==> src/common/axil_mem_macros.svh <==
`ifndef AXIL_MEM_MACROS_SVH
`define AXIL_MEM_MACROS_SVH

`define AXIL_ADDR_W 32
`define AXIL_DATA_W 32

`define MEM_DEPTH   1024 // 4 KiB of words starting at byte address 0

// access latencies in cycles, picked by lfsr bits 7:6
`define LAT_0       5
`define LAT_1       10
`define LAT_2       20
`define LAT_3       15

`endif

==> src/common/mem_pkg.sv <==
`include "axil_mem_macros.svh"

package mem_pkg;

    typedef enum logic [1:0] {
        IDLE,   // ready for AR or AW
        WAIT_W, // address taken, write data still missing
        DELAY,  // counting down the access latency
        RESP    // response valid, waiting for ready
    } slave_state_t;

    typedef logic [7:0] lat_t;

    typedef logic [$clog2(`MEM_DEPTH)-1:0] word_idx_t;

endpackage

==> src/sram/latency_gen.sv <==
`include "axil_mem_macros.svh"

module latency_gen (
    input  logic          clk,
    input  logic          rst,
    input  logic          req,
    output mem_pkg::lat_t lat
);

    import mem_pkg::*;

    logic [7:0] lfsr;
    logic       tap;

    assign tap = lfsr[7] ^ lfsr[5] ^ lfsr[4] ^ lfsr[3]; // fibonacci taps 7, 5, 4, 3

    always_ff @(posedge clk or posedge rst) begin
        if (rst) begin
            lfsr <= 8'h01;
        end else if (req) begin
            lfsr <= {lfsr[6:0], tap};
        end
    end

    // latency reflects the value before this request steps the lfsr
    always_comb begin
        case (lfsr[7:6])
            2'b00:   lat = lat_t'(`LAT_0);
            2'b01:   lat = lat_t'(`LAT_1);
            2'b10:   lat = lat_t'(`LAT_2);
            default: lat = lat_t'(`LAT_3);
        endcase
    end

endmodule

==> config.mk <==
export PLATFORM = sky130hd
export DESIGN_NAME = latency_gen
export DESIGN_NICKNAME = d
export VERILOG_FILES = /design/src/common/mem_pkg.sv /design/src/sram/latency_gen.sv
export VERILOG_INCLUDE_DIRS = /design/src /design/src/common
export SDC_FILE = /design/constraint.sdc
export NUM_CORES = 1
export LEC_CHECK = 0
export BUFFER_PORTS_ARGS = -buffer_cell sky130_fd_sc_hd__clkbuf_2
export CORE_AREA = 4 4 41 43
export DETAILED_ROUTE_END_ITERATION = 12
export DIE_AREA = 0 0 45 47
export GPL_TIMING_DRIVEN = 0
export PLACE_DENSITY = 0.61
export SYNTH_ARGS = -nofsm -noshare
export SYNTH_HDL_FRONTEND = slang
export SYNTH_SLANG_ARGS = --single-unit
export TNS_END_PERCENT = 50
==> constraint.sdc <==
create_clock -name clk -period 1.82 [get_ports clk]
set_input_delay 0.546 -clock clk [delete_from_list [all_inputs] [get_ports clk]]
set_output_delay 0.546 -clock clk [all_outputs]
set_load 0.01 [all_outputs]
==> metrics.cfg <==
[outcome]
status=finished clean

[route]
drc=0
wirelength_um=680
first_pass_iters=2
viasPerCell=3.94
ant_nets=0
detail_route.wl_per_cell_um=9.86
via_count=272
drt_iter0_markers=4

[clock_tree]
hold_buffers=0
htreeDepth=1
clk_pin_slew_ps=60
cts_made_buffers=3
cts_sinks=8
clock_path_buffers=2
clock_latency_ps=250
cts-root-buf=clkbuf_4
cts_tree=yes

[finish]
drive_above_1_share=0.574
antenna_cells=0
reg_top3=lfsr (8)
layout.cells.non_filler=69
fill_cells=133
multi_input_area_um2=196
nNetsFinal=62
seqCellArea_um2=201
top_register=lfsr
area_growth_pct=36.0
largest_register_ffs=8

[synthesis]
synth-warning-count=0
ys.flop_type=dfrtp_1
yosysMostFrequentCell=dfrtp_1
synth_cell_types=14
post_synth.cell_area_avg_um2=11.4
async_flop_share=1.00
synth_top_cell_by_area=dfrtp_1
netlist.area_leader.share=0.417
ys_seq_elements=8
synth_edf_count=0
synth.area.top_cells=dfrtp_1, mux2_2, ha_1, buf_4, dfstp_2
syn_inst=37
synthesis.area_um2=420
seq_area_frac_synth=0.479
yosys-top-cells-count=dfrtp_1, mux2_2, buf_4, ha_1, inv_1

[power]
seqPwrFrac=0.371
clkPwrFrac=0.165
power_leakage_nw=0.277
power.density_mw_per_mm2=1560
comb_power_share=0.464
switching_share=0.329
ir_drop_mv=0.862
power_switching_mw=0.293
intPower_mw=0.597
p_total_mw=0.890

[grt]
grt_usage=0.0766
antenna_found_initial=0
grt_overflow=0
grt_pass1_wl_um=1100
grt_max_degree=11
grt_pass1_vias=276

[critical_path]
cp-start-kind=flip-flop
critPathMaxStageDelay_ps=390
critical_path_required_ps=1270
cp_max_fo=3
arrival_ps=1230
endpoint_kind=output port
crit_chain=inv_2 -> ha_2 -> or2_4 -> clkbuf_2
slowest_stage=dfrtp_1
criticalPathCategory=reg2out
reg2reg_slack_ps=790
path_delay_family=flip-flops
crit_buf_inv=2

[floorplanning]
initial_core_util=0.323
chipHeight_um=47
core-area_mm2=0.00130
pin_count=11
die-width_um=45
rows=13
fp.dieArea_mm2=0.00212

[flow_run]
max_cap_viol_count=0

[timing]
skew_ps=2.54
setup_violations=0
finalCritPeriodShare=0.977
max_freq_mhz=562
rsz0062_at_grt=true
final_hold_viol_count=0
period_minus_slack_ps=1780
slew_viol_final=0

[min_path]
hold_path.class=in2async

[place]
gp_congestion=0.680
io_buffers=7
dp_hpwl_um=429
dp.cells=61

-- cell type report --
type,count,share of cell area
buffer,4,0.0481
multi-input combinational,22,0.344
timing repair buffer,12,0.151
tap,15,0.0328
clock buffer,4,0.0460
inverter,4,0.0263
sequential,8,0.352
-- cells in the final DEF, fill, tap and decap left out, drive strengths merged --
cell type	netlist	final
a21oi	1	1
buf	5	10
clkbuf	0	10
conb	1	3
dfrtp	7	7
dfstp	1	1
ha	4	4
inv	4	4
mux2	5	5
nand2	2	2
nor2	1	1
o21ai	2	2
or2	1	1
xnor2	3	3
-- worst register-to-register path: stages, from the launching register on --
cell	delay (ps)
dfrtp_1	410
buf_4	160
xnor2_1	130
xnor2_1	130
a21oi_1	140
-- what timing repair did --
| item | CTS | global route |
|---|---|---|
| endpoints found under the setup margin | 2 | 4 |
| pin swaps | 3 | 0 |
| resized for setup | 5 | 6 |
| buffers inserted | 4 | 1 |
-- power by group through the flow --
stage	Sequential [mW]	Combinational [mW]	Clock, mW
after floorplan	0.321	0.252	0
after global placement	0.337	0.314	0
after detailed placement	0.338	0.319	0
after CTS	0.330	0.367	0.151
after global routing	0.346	0.462	0.168
final	0.330	0.413	0.147
-- per-layer routing --
metal,up-vias,part of all wire,track usage
met1,120,0.40,0.0888
met4,0,0,0.0351
met3,0,0.078,0.0460
met2,10,0.52,0.113
met5,-,0,0
li1,142,-,-
-- per-stage QoR --
step | TNS (ps) | worst slack (ps) | util | hold WS [ps] | area (um^2)
final | 0 | 41.9 | 0.439 | 204 | 572
after global routing | -25.6 | -8.40 | 0.439 | 223 | 572
after global placement | 0 | 70.6 | 0.370 | 481 | 482
after detailed placement | 0 | 86.4 | 0.370 | 480 | 482
after floorplan | 0 | 206 | - | 361 | 428
after CTS | 0 | 19.2 | 0.415 | 211 | 541
-- cell families (layout without fill, tap and decap cells) --
kind of cell	count (synthesis)	after routing	share of synthesized area
xor+xnor	3	3	0.0625
simple gates	4	4	0.0417
other cells	1	3	0.00892
buf+inv	9	24	0.119
mux	5	5	0.134
fa+ha+maj	4	4	0.119
compound gates	3	3	0.0357
flops	8	8	0.479
-- final timing paths --
path	from	end	cells past startpoint
min in group clk	lfsr[2]	lfsr[2]	1
worst max register to register	lfsr[7]	lfsr[0]	4
worst min register to register	lfsr[2]	lfsr[2]	1
max in group asynchronous	rst	lfsr[0]	2
worst min-delay path	rst	lfsr[1]	2
worst max-delay path	lfsr[7]	lat[3]	4
No activity file was read; power rests on OpenSTA's default activity.
