`src/common/axil_mem_macros.svh`:
```
`ifndef AXIL_MEM_MACROS_SVH
`define AXIL_MEM_MACROS_SVH

`define AXIL_ADDR_W 32
`define AXIL_DATA_W 32

`define MEM_DEPTH   1024 // 4 KiB of words starting at byte address 0

// access latencies in cycles, picked by lfsr bits 7:6
`define LAT_0       5
`define LAT_1       10
`define LAT_2       20
`define LAT_3       15

`endif

```
`src/common/axil_pkg.sv`:
```
`include "axil_mem_macros.svh"

package axil_pkg;

    // --------------------------------------------------
    // AXI4-Lite payload types
    // --------------------------------------------------
    typedef logic [`AXIL_ADDR_W-1:0]   addr_t;
    typedef logic [`AXIL_DATA_W-1:0]   data_t;
    typedef logic [`AXIL_DATA_W/8-1:0] strb_t; // one strobe per byte lane

    // only the two responses this memory can give
    typedef enum logic [1:0] {
        OKAY   = 2'b00,
        SLVERR = 2'b10
    } resp_t;

endpackage

```
`src/hdl/axil_arbiter.sv`:
```
module axil_arbiter (
    input  logic            clk,
    input  logic            rst,

    input  axil_pkg::addr_t m0_araddr,
    input  logic            m0_arvalid,
    output logic            m0_arready,
    output axil_pkg::data_t m0_rdata,
    output axil_pkg::resp_t m0_rresp,
    output logic            m0_rvalid,
    input  logic            m0_rready,

    input  axil_pkg::addr_t m1_araddr,
    input  logic            m1_arvalid,
    output logic            m1_arready,
    output axil_pkg::data_t m1_rdata,
    output axil_pkg::resp_t m1_rresp,
    output logic            m1_rvalid,
    input  logic            m1_rready,
    input  axil_pkg::addr_t m1_awaddr,
    input  logic            m1_awvalid,
    output logic            m1_awready,
    input  axil_pkg::data_t m1_wdata,
    input  axil_pkg::strb_t m1_wstrb,
    input  logic            m1_wvalid,
    output logic            m1_wready,
    output axil_pkg::resp_t m1_bresp,
    output logic            m1_bvalid,
    input  logic            m1_bready,

    output axil_pkg::addr_t s_araddr,
    output logic            s_arvalid,
    input  logic            s_arready,
    input  axil_pkg::data_t s_rdata,
    input  axil_pkg::resp_t s_rresp,
    input  logic            s_rvalid,
    output logic            s_rready,
    output axil_pkg::addr_t s_awaddr,
    output logic            s_awvalid,
    input  logic            s_awready,
    output axil_pkg::data_t s_wdata,
    output axil_pkg::strb_t s_wstrb,
    output logic            s_wvalid,
    input  logic            s_wready,
    input  axil_pkg::resp_t s_bresp,
    input  logic            s_bvalid,
    output logic            s_bready
);

    typedef enum logic [1:0] {GNT_NONE, GNT_M0R, GNT_M1R, GNT_M1W} grant_t;

    grant_t grant, sel, eff;
    logic   last_m1;   // m1 won the previous arbitration
    logic   resp_done;

    // --------------------------------------------------
    // request selection
    // --------------------------------------------------
    always_comb begin
        grant_t m1_pick;
        m1_pick = m1_arvalid ? GNT_M1R : GNT_M1W; // m1 read goes before its write
        if (m0_arvalid && (m1_arvalid || m1_awvalid)) begin
            sel = last_m1 ? GNT_M0R : m1_pick;
        end else if (m0_arvalid) begin
            sel = GNT_M0R;
        end else if (m1_arvalid || m1_awvalid) begin
            sel = m1_pick;
        end else begin
            sel = GNT_NONE;
        end
    end

    assign eff       = (grant == GNT_NONE) ? sel : grant; // no added cycle on a fresh grant
    assign resp_done = (s_rvalid && s_rready) || (s_bvalid && s_bready);

    always_ff @(posedge clk or posedge rst) begin
        if (rst) begin
            grant   <= GNT_NONE;
            last_m1 <= 1'b0;
        end else if (grant == GNT_NONE) begin
            if (sel != GNT_NONE) begin
                grant   <= sel;
                last_m1 <= (sel != GNT_M0R);
            end
        end else if (resp_done) begin
            grant <= GNT_NONE;
        end
    end

    // --------------------------------------------------
    // channel routing
    // --------------------------------------------------
    assign s_araddr   = (eff == GNT_M1R) ? m1_araddr : m0_araddr;
    assign s_arvalid  = (eff == GNT_M0R && m0_arvalid) || (eff == GNT_M1R && m1_arvalid);
    // with no request pending the slave's ready shows through to both masters
    assign m0_arready = (eff == GNT_M0R || eff == GNT_NONE) && s_arready;
    assign m1_arready = (eff == GNT_M1R || eff == GNT_NONE) && s_arready;

    assign m0_rdata   = s_rdata;
    assign m0_rresp   = s_rresp;
    assign m1_rdata   = s_rdata;
    assign m1_rresp   = s_rresp;
    assign m0_rvalid  = (eff == GNT_M0R) && s_rvalid;
    assign m1_rvalid  = (eff == GNT_M1R) && s_rvalid;
    assign s_rready   = (eff == GNT_M0R && m0_rready) || (eff == GNT_M1R && m1_rready);

    assign s_awaddr   = m1_awaddr;
    assign s_awvalid  = (eff == GNT_M1W) && m1_awvalid;
    assign m1_awready = (eff == GNT_M1W || eff == GNT_NONE) && s_awready;
    assign s_wdata    = m1_wdata;
    assign s_wstrb    = m1_wstrb;
    assign s_wvalid   = (eff == GNT_M1W) && m1_wvalid;
    assign m1_wready  = (eff == GNT_M1W) && s_wready;
    assign m1_bresp   = s_bresp;
    assign m1_bvalid  = (eff == GNT_M1W) && s_bvalid;
    assign s_bready   = (eff == GNT_M1W) && m1_bready;

    // an owner keeps the slave until its own R or B handshake
    a_grant_lock: assert property (@(posedge clk) disable iff (rst)
        (s_rvalid || s_bvalid) |->
            (s_bvalid ? (grant == GNT_M1W) : (grant == GNT_M0R || grant == GNT_M1R)))
        else $error("response pending without a matching grant");

endmodule

```
`config.mk`:
```
export PLATFORM = sky130hd
export DESIGN_NAME = axil_arbiter
export DESIGN_NICKNAME = d
export VERILOG_FILES = /design/src/common/axil_pkg.sv /design/src/hdl/axil_arbiter.sv
export VERILOG_INCLUDE_DIRS = /design/src /design/src/common
export SDC_FILE = /design/constraint.sdc
export NUM_CORES = 1
export LEC_CHECK = 0
export BUFFER_PORTS_ARGS = -buffer_cell sky130_fd_sc_hd__clkbuf_2
export CAP_MARGIN = 20
export CORE_AREA = 2 2 140 142
export DETAILED_ROUTE_END_ITERATION = 8
export DIE_AREA = 0 0 142 144
export PLACE_DENSITY = 0.43
export SYNTH_ARGS = -nofsm -noshare
export SYNTH_HDL_FRONTEND = slang
export SYNTH_SLANG_ARGS = --single-unit
```
`constraint.sdc`:
```
create_clock -name clk -period 2.3 [get_ports clk]
set_input_delay 0.115 -clock clk [delete_from_list [all_inputs] [get_ports clk]]
set_output_delay 0.115 -clock clk [all_outputs]
set_load 0.05 [all_outputs]
```
==> summary.txt <==
Setup path
  • Launching point of the worst reg2reg path: grant[0]
  • CP Capture Type: primary output
  • Flop2flop setup slack: 0.37 ns
  • Startpoint class of the critical path: flop
  • Worst reg2reg path endpoint: grant[1]
  • R2r worst-path depth: 8
  • Critical path type: flop to primary output
  • Arr. time, crit path: 2.04 ns
  • CP required: 2.18 ns
  • Maximum fanout along the worst path: 17
  • Setup crit start: grant[0]
  • Worst setup endpoint: s_araddr[16]

Logic synthesis
  • Synth cell types: 17
  • Share of synthesized registers carrying an async set or reset: between 90% and 100%
  • Post-synth top flop: dfrtp_1
  • Register area share after synthesis: 4.39%
  • Synth Register Bits: 3
  • Number of synthesized flops with an enable pin: 0
  • Synthesized area: 1710 um^2
  • Syn. warnings: 0
  • Avg Synthesized Cell Area: 8.22 um^2
  • Net Count, Synth: about 390
  • Cells after synthesis: 208

Power
  • Power Density: roughly 1700 nW/um^2
  • Leak pwr: 0.834 nW
  • Tot Pwr: 2.90 mW
  • Pint: 1.10 mW
  • Sw Share: 62.1%
  • Sw Pwr: 1.80 mW
  • Comb pwr share: between 80% and 90%
  • Max VDD drop: roughly 530 uV
  • Part of the power in registers: 3.6%
  • Clock power frac: about a tenth

Finish
  • Antenna cells: 0
  • Design area: 1700 um^2
  • Utilization after layout: 8.93%
  • Area delta synth->final: -0.293%
  • Non-Filler Instances: 433
  • Nets@finish: 382
  • Layout cells sized above 1: 83.1%

STA
  • Clock skew: 0.0000192 ns
  • Fin Hold WS: 0.149 ns
  • Max-slew violation count: 0
  • Fin crit share: a little over nine tenths
  • Slew of the pin with the lowest slew margin: 0.323 ns
  • Final setup viols: 0
  • Post-layout min period: 2.16 ns
  • Unrepaired setup endpoints after global routing: false
  • Fin. Hold Viols: 0
  • F_max: 464 MHz
  • Final setup margin: about 0.14 ns
  • Final setup TNS: 0 ns
  • Slew margin rel.: 78.5%

Run status
  • Outcome: completed

Clocking
  • CTS H-tree lvls: 1
  • Num CTS Buffers: 3
  • Post-CTS Setup Bufs: 0
  • Clk Tree Root Cell: clkbuf_16
  • Clk_lat worst skew: 0.22 ns
  • CTS sink count: 3
  • Clock transition at path regs: approximately 0.030 ns
  • CTS tree: yes
  • Max Root-Sink Buffers: 2

Floorplanning
  • Die span in x: 142 um
  • Num rows: 51
  • Die H: between 100 and 150 um
  • Initial Util: 8.96%
  • Core Region: 19100 um^2
  • Die area: 20400 um^2
  • I/O Pins: 364

Placement
  • Placed Cells: 427
  • Placed cell areas: 1580 um^2
  • RD Place Congestion: 0.736
  • Post-detail-place hpwl: 3.94 mm
  • Port bufs: 121
  • Placement Setup Slack: between 0.2 and 0.3 ns

Worst hold path
  • HP Class: input pin to flop

Run
  • Max-Cap Viols: 0

Routing
  • Drt via density: 2.58
  • DRC: 0
  • Drt pass-1 iters: 3
  • WL/cell: approximately 11 um
  • DRT Wirelength: 4.83 mm
  • Initial DRC Count: 16
  • Antenna viol nets, final: 0
  • Vias: 1119

GRT
  • Overflow after GRT: 0
  • First-pass GRT wire length: 6.09 mm
  • Largest net degree at the start of global routing: 36
  • GRT Total Usage: 4.02%
  • Initial antenna violation count: 1
  • Number of global-route vias before repair: 1105
==> cells by family after synthesis <==
logic type,share of synthesized area (%)
simple gates,3.88
buf+inv,63.0
compound gates,4.69
flops,4.39
mux,21.1
fa+ha+maj,2.93
==> layout make-up <==
cell class | instances | area [um^2]
fillers | 2192 | 17400
flip-flops and latches | 3 | 75.1
inverters | 4 | 15.0
multi-input cells | 59 | 569
repair buffers | 125 | 668
well taps | 238 | 298
clock buffers | 4 | 78.8
==> power by group through the flow <==
stage | Clock, mW | Sequential, mW | Combinational (mW)
after floorplan | 0 | 0.0973 | 2.56
after global placement | 0 | 0.102 | 2.40
after detailed placement | 0 | 0.104 | 2.40
after CTS | 0.281 | 0.103 | 2.40
after global routing | 0.287 | 0.108 | 2.64
final | 0.275 | 0.103 | 2.52
==> cells in the mapped netlist, types with 3 or more instances <==
master	n	area [um^2]
a21oi_1	5	25.0
a22o_1	3	26.3
and2_1	8	50.1
buf_2	3	15.0
buf_4	138	1040
dfrtp_1	3	75.1
ha_1	4	50.1
inv_1	4	15.0
mux2_2	32	360
==> how the worst min path moves through the flow <==
| stage | from | endpoint | slack (ns) | cells after the start |
|---|---|---|---|---|
| floorplan | rst | grant[0] | -0.13 | 1 |
| finish | m0_arvalid | last_m1 | 0.15 | 2 |
| CTS | m0_arvalid | last_m1 | 0.15 | 2 |
| detailed placement | rst | grant[1] | 0.01 | 2 |
| global route | m0_arvalid | last_m1 | 0.16 | 2 |
| global placement | rst | last_m1 | 0.03 | 2 |
==> sequential cells by signal, indices dropped and copies added, names as in the netlist <==
signal   cells
grant        2
last_m1      1
==> what timing repair did <==
action | CTS | global route
resized for setup | 0 | 16
endpoints found under the hold margin | 3 | 0
setup endpoints to repair | 0 | 32
hold buffers | 1 | 0
==> worst max-delay path, cell delays in order, from the launching register on <==
cell       delay (ns)
dfrtp_1          0.39
a21oi_1          0.18
a22oi_1          0.15
inv_2            0.13
ha_4             0.18
clkbuf_16        0.20
mux2_2           0.34
clkbuf_2         0.23
==> cell usage in the layout, fill, tap and decap left out <==
cell           instances
a21oi_1                5
a22o_1                 3
a22oi_1                1
a31oi_1                1
and2_1                 8
buf_12                 1
buf_2                 14
buf_4                  1
clkbuf_1               1
clkbuf_16              4
clkbuf_2             107
dfrtp_1                3
dlygate4sd3_1          1
ha_1                   3
ha_4                   1
inv_1                  3
inv_2                  1
mux2_2                32
nor2_1                 1
nor2b_1                1
o21a_1                 1
o21bai_1               1
or2_2                  1
==> per-layer routing <==
metal | up-vias | wire length, um | GRT usage, %
met4 | 2 | 301 | 4.05
met5 | - | 13 | 0
met2 | 92 | 2410 | 6.69
met3 | 49 | 637 | 2.22
li1 | 502 | - | -
met1 | 474 | 1460 | 3.31
Power figures use the tool's default switching activity.
