[config.mk]
export PLATFORM = sky130hd
export DESIGN_NAME = sram_slave
export DESIGN_NICKNAME = d
export VERILOG_FILES = /design/src/common/axil_pkg.sv /design/src/common/mem_pkg.sv /design/src/sram/sram_slave.sv
export VERILOG_INCLUDE_DIRS = /design/src /design/src/common
export SDC_FILE = /design/constraint.sdc
export NUM_CORES = 1
export LEC_CHECK = 0
export ABC_AREA = 1
export BUFFER_PORTS_ARGS = -buffer_cell sky130_fd_sc_hd__buf_4
export CORE_ASPECT_RATIO = 0.6
export CORE_MARGIN = 2
export CORE_UTILIZATION = 40
export DETAILED_ROUTE_END_ITERATION = 8
export PLACE_DENSITY = 0.81
export SYNTH_ARGS = -nofsm -noshare
export SYNTH_HDL_FRONTEND = slang
export SYNTH_SLANG_ARGS = --single-unit
export TNS_END_PERCENT = 5
[constraint.sdc]
create_clock -name clk -period 3.35 [get_ports clk]
set_clock_uncertainty 0.1 [all_clocks]
set_input_delay 0.67 -clock clk [delete_from_list [all_inputs] [get_ports clk]]
set_output_delay 0.67 -clock clk [all_outputs]
set_load 0.005 [all_outputs]
[src/common/axil_mem_macros.svh]
`ifndef AXIL_MEM_MACROS_SVH
`define AXIL_MEM_MACROS_SVH

`define AXIL_ADDR_W 32
`define AXIL_DATA_W 32

`define MEM_DEPTH   1024 // 4 KiB of words starting at byte address 0

// access latencies in cycles, picked by lfsr bits 7:6
`define LAT_0       5
`define LAT_1       10
`define LAT_2       20
`define LAT_3       15

`endif

[src/common/axil_pkg.sv]
`include "axil_mem_macros.svh"

package axil_pkg;

    // --------------------------------------------------
    // AXI4-Lite payload types
    // --------------------------------------------------
    typedef logic [`AXIL_ADDR_W-1:0]   addr_t;
    typedef logic [`AXIL_DATA_W-1:0]   data_t;
    typedef logic [`AXIL_DATA_W/8-1:0] strb_t; // one strobe per byte lane

    // only the two responses this memory can give
    typedef enum logic [1:0] {
        OKAY   = 2'b00,
        SLVERR = 2'b10
    } resp_t;

endpackage

[src/common/mem_pkg.sv]
`include "axil_mem_macros.svh"

package mem_pkg;

    typedef enum logic [1:0] {
        IDLE,   // ready for AR or AW
        WAIT_W, // address taken, write data still missing
        DELAY,  // counting down the access latency
        RESP    // response valid, waiting for ready
    } slave_state_t;

    typedef logic [7:0] lat_t;

    typedef logic [$clog2(`MEM_DEPTH)-1:0] word_idx_t;

endpackage

[src/sram/sram_slave.sv]
`include "axil_mem_macros.svh"

module sram_slave (
    input  logic               clk,
    input  logic               rst,

    input  axil_pkg::addr_t    araddr,
    input  logic               arvalid,
    output logic               arready,
    output axil_pkg::data_t    rdata,
    output axil_pkg::resp_t    rresp,
    output logic               rvalid,
    input  logic               rready,

    input  axil_pkg::addr_t    awaddr,
    input  logic               awvalid,
    output logic               awready,
    input  axil_pkg::data_t    wdata,
    input  axil_pkg::strb_t    wstrb,
    input  logic               wvalid,
    output logic               wready,
    output axil_pkg::resp_t    bresp,
    output logic               bvalid,
    input  logic               bready,

    output logic               lat_req,
    input  mem_pkg::lat_t      lat,

    output mem_pkg::word_idx_t mem_idx,
    output logic               mem_wr_en,
    output axil_pkg::strb_t    mem_wstrb,
    output axil_pkg::data_t    mem_wdata,
    output logic               mem_rd_en,
    input  axil_pkg::data_t    mem_rdata
);

    import axil_pkg::*;
    import mem_pkg::*;

    localparam int IDX_W = $bits(word_idx_t);

    slave_state_t state;
    lat_t         cnt;
    logic         is_wr, ok_q, last_cycle;
    logic         ar_hs, aw_hs, w_hs;
    addr_t        addr_q;
    data_t        wdata_q;
    strb_t        wstrb_q;

    function automatic logic in_range(addr_t a);
        return (a >> 2) < addr_t'(`MEM_DEPTH);
    endfunction

    // read has priority when both address channels are valid
    assign arready = (state == IDLE);
    assign awready = (state == IDLE) && !arvalid;
    assign ar_hs   = arvalid && arready;
    assign aw_hs   = awvalid && awready;
    assign w_hs    = wvalid && wready;
    assign lat_req = ar_hs || aw_hs;

    // --------------------------------------------------
    // control FSM
    // --------------------------------------------------
    always_ff @(posedge clk or posedge rst) begin
        if (rst) begin
            state  <= IDLE;
            cnt    <= '0;
            is_wr  <= 1'b0;
            ok_q   <= 1'b0;
            wready <= 1'b0;
            rvalid <= 1'b0;
            bvalid <= 1'b0;
        end else begin
            case (state)
                IDLE: begin
                    if (ar_hs) begin
                        cnt   <= lat;
                        is_wr <= 1'b0;
                        ok_q  <= in_range(araddr);
                        state <= DELAY;
                    end else if (aw_hs) begin
                        cnt    <= lat;
                        is_wr  <= 1'b1;
                        ok_q   <= in_range(awaddr);
                        wready <= 1'b1;
                        state  <= WAIT_W;
                    end
                end
                WAIT_W: begin
                    if (w_hs) begin
                        wready <= 1'b0;
                        state  <= DELAY; // latency counts from the W handshake
                    end
                end
                DELAY: begin
                    if (last_cycle) begin
                        rvalid <= !is_wr;
                        bvalid <= is_wr;
                        state  <= RESP;
                    end else begin
                        cnt <= cnt - lat_t'(1);
                    end
                end
                RESP: begin
                    if ((rvalid && rready) || (bvalid && bready)) begin
                        rvalid <= 1'b0;
                        bvalid <= 1'b0;
                        state  <= IDLE;
                    end
                end
                default: state <= IDLE;
            endcase
        end
    end

    always_ff @(posedge clk) begin
        if (ar_hs) begin
            addr_q <= araddr;
        end else if (aw_hs) begin
            addr_q <= awaddr;
        end
        if (w_hs) begin
            wdata_q <= wdata;
            wstrb_q <= wstrb;
        end
    end

    // --------------------------------------------------
    // array access, one cycle ahead of rvalid
    // --------------------------------------------------
    assign last_cycle = (state == DELAY) && (cnt == lat_t'(1));
    assign mem_idx    = addr_q[IDX_W+1:2];
    assign mem_rd_en  = last_cycle && !is_wr && ok_q;
    assign mem_wr_en  = last_cycle && is_wr && ok_q;  // bad address leaves the array alone
    assign mem_wdata  = wdata_q;
    assign mem_wstrb  = wstrb_q;

    assign rdata = ok_q ? mem_rdata : '0;
    assign rresp = ok_q ? OKAY : SLVERR;
    assign bresp = ok_q ? OKAY : SLVERR;

    a_one_resp: assert property (@(posedge clk) disable iff (rst) !(rvalid && bvalid))
        else $error("rvalid and bvalid high together");
    a_r_hold: assert property (@(posedge clk) disable iff (rst)
        (rvalid && !rready) |=> (rvalid && $stable(rdata)))
        else $error("rvalid or rdata dropped before rready");
    a_b_hold: assert property (@(posedge clk) disable iff (rst)
        (bvalid && !bready) |=> bvalid)
        else $error("bvalid dropped before bready");

endmodule
==> summary.md <==
| Metric | Value |
|---|---|
| Max-Slew Margin vs Limit | 59.45% |
| I/O pins | 237 |
| Number of synthesis warnings | 0 |
| Clk Tree Root Cell | clkbuf_16 |
| Outcome | complete, no violations |
| Fill cell count | 574 |
| Worst path slowest cell | dfrtp_1 |
| WP buf/inv | 4 |
| Synth top area cells | edfxtp_1, nand2_1, dfrtp_1 |
| Switching share of power | 32.80% |
| Initial DRC Count | 161 |
| Yosys top cell by area | edfxtp_1 |
| Routability cong. | 0.8628 |
| Critical path cell sequence | inv_1 -> ha_1 -> nand2_1 -> inv_1 -> nor2_1 -> inv_1 -> buf_4 |
| CTS Hold Bufs | 0 |
| Part of the power in combinational logic | 35.6% |
| Clock latency at the later pin of the worst-skew pair | 0.32 ns |
| Grt ovf | 0 |
| Number of I/O port buffers | 230 |
| Largest net degree at the start of global routing | 37 |
| Clk sinks | 61 |
| # rows | 24 |
| Top cells by count, synth | nand2_1, inv_1, edfxtp_1, nor2_1, nand3_1 |
| First-pass GRT wire length | 14010 um |
| Core region area | 7297 um^2 |
| Layout Nets | 745 |
| Asr flop ratio synth | 24.59% |
| Synth Register Bits | 61 |
| Die Y | 71.37 um |
| Switching component of the power | 0.001071 W |
| Clock Path Buffers | 2 |
| Reg2Reg Depth | 6 |
| Fin crit period | 2.935 ns |
| Crit. End Element | output port |
| Register area share after synthesis | 58.06% |
| Routed WL | 9261 um |
| CTS Buf Count | 9 |
| Yosys cell types | 27 |
| Fin. max-slew vios | 0 |
| Predominant post-synthesis flop cell | edfxtp_1 |
| Die W | 116.3 um |
| # Max-Cap Violations | 0 |
| Post-synth EDFFs | 46 |
| Syn avg cell area | 8.522 um^2 |
| TritonCTS clock tree | yes |
| HPWL Detailed | 7460 um |
| RR Endpoint | addr_q[10]$_DFFE_PP_ |
| Final setup fails | 0 |
| Layout cells sized above 1 | 43.19% |
| Die area | 8298 um^2 |
| Via Count | 3107 |
| Critical path's top delay family | buffers and inverters |
| Class of the worst hold path | primary input to asynchronous set/reset pin |
| Fmax | 340.7 MHz |
| Internal power | 0.002195 W |
| Post-CTS sizing | 0 |
| Setup Buffers After CTS | 0 |
| Worst-margin pin slew | 0.6075 ns |
| Post-synth top area share | 45.66% |
| Critical R2R Launch | state[0]$_DFFE_PP0P_ |
| Critical Path Max Stage Delay | 0.41 ns |
| Top-count cell post-synth | nand2_1 |
| Final hold vios | 0 |
| Pleak | 2.844 nW |
| Number of global-route vias before repair | 3068 |
| Unrepaired setup endpoints after global routing | false |
| Crit path launch type | flop |
| Post-layout power | 0.003266 W |
| Number of remaining DRC errors | 0 |
| TNS Setup | 0 ns |
| CTS H-tree lvls | 3 |
| Req. time, crit path | 2.58 ns |
| Antenna Cells | 0 |
| Initial core utilization | 41.46% |
| Crit Path Max Fanout | 12 |
| Worst EP arrival | 2.16 ns |
| Setup CP Type | flop to output port |
| Area Growth Syn to Fin | 70.76% |
| Mapped Area | 3025 um^2 |
| Antenna violations before repair | 0 |
| Via-to-Cell Ratio | 4.445 |
| Flop pwr share | 35.2% |
| Levels on crit path | 7 |
| Antenna Nets Post-Route | 0 |
| Clk pwr share | 29.2% |
| Syn Inst Count | 355 |
| Slack of the worst reg-to-reg path | 1.25 ns |
| VDD IR-drop max | 0.3261 mV |
| Most numerous cell on the critical path | inv_1 |
| Pre-antenna DRT Iters | 5 |
| Clock-pin slew on the worst setup and hold paths | 0.05 ns |
| GRT Total Usage | 22.11% |
| WL/cell | 13.25 um |
| PwrDens | 632.2 nW/um^2 |
| Period utilization | 87.61% |
worst max-delay path by stage:
stage	startpoint	to	slack [ns]
after global placement	state[0]$_DFFE_PP0P_	lat_req	0.84
after CTS	state[0]$_DFFE_PP0P_	lat_req	0.37
after detailed placement	state[0]$_DFFE_PP0P_	lat_req	0.70
final	state[0]$_DFFE_PP0P_	lat_req	0.42
after global routing	state[0]$_DFFE_PP0P_	lat_req	0.16
after floorplan	wvalid	state[0]$_DFFE_PP0P_	1.23
power groups by stage:
stage | Sequential (W) | Clock [W] | Combinational (W)
2_1_floorplan | 0.00116 | 0 | 0.000639
3_3_place_gp | 0.00115 | 0 | 0.00112
3_5_place_dp | 0.00116 | 0 | 0.00116
4_1_cts | 0.00115 | 0.000973 | 0.00117
5_1_grt | 0.00118 | 0.00100 | 0.00131
6_report | 0.00115 | 0.000954 | 0.00116
logic make-up (layout without fill, tap and decap cells):
group | Yosys count | in the layout | share of synthesized area (%)
AOI/OAI and AO/OA | 17 | 17 | 3.060
buffers and inverters | 72 | 311 | 9.636
and+or+nand+nor | 197 | 197 | 26.22
other | 1 | 2 | 0.1240
DFF | 61 | 61 | 58.06
adders and majority gates | 7 | 7 | 2.895
routing by layer:
layer	track usage [%]	vias up	part of all wire [%]
li1	-	1562	-
met1	23.45	1400	36
met2	41.41	131	53
met3	8.122	14	10
met4	6.085	0	1.1
met5	0	-	0
layout make-up:
| class | instances | area, um^2 | share of cell area [%] |
|---|---|---|---|
| Clock buffer | 10 | 229.0 | 4.432 |
| Sequential cell | 61 | 1757 | 34.00 |
| Timing Repair Buffer | 234 | 1757 | 34.00 |
| Inverter | 62 | 236.5 | 4.577 |
| Tap cell | 104 | 130.1 | 2.519 |
| Multi-Input combinational cell | 223 | 980.9 | 18.99 |
| Clock inverter | 5 | 76.32 | 1.477 |
registers in the layout, summed over array words and instances (netlist names):
register,flops
mem_wdata,32
addr_q,10
cnt,8
mem_wstrb,4
state,2
bvalid,1
is_wr,1
ok_q,1
rvalid,1
wready,1
cell usage in the layout, fill, tap and decap left out, drive strengths merged:
cell type    n
a21oi        1
a31oi        1
buf        234
bufinv       2
clkbuf      10
clkinv       3
clkinvlp     1
conb         2
dfrtp       15
edfxtp      46
ha           7
inv         61
nand2      131
nand3       17
nand4        4
nor2        43
o21a         1
o21ai       14
or2          2
per-stage QoR:
step	area [um^2]	hold WS (ns)	util (%)	setup slack (ns)	cells
6_report	5166	0.3274	70.80	0.4151	699
3_5_place_dp	4861	0.3964	66.62	0.7038	684
2_1_floorplan	3029	0.3641	-	1.233	356
4_1_cts	5166	0.3475	70.80	0.3730	699
3_3_place_gp	4861	0.3880	66.62	0.8397	684
5_1_grt	5166	0.3849	70.80	0.1648	699
Power figures use the tool's default switching activity.
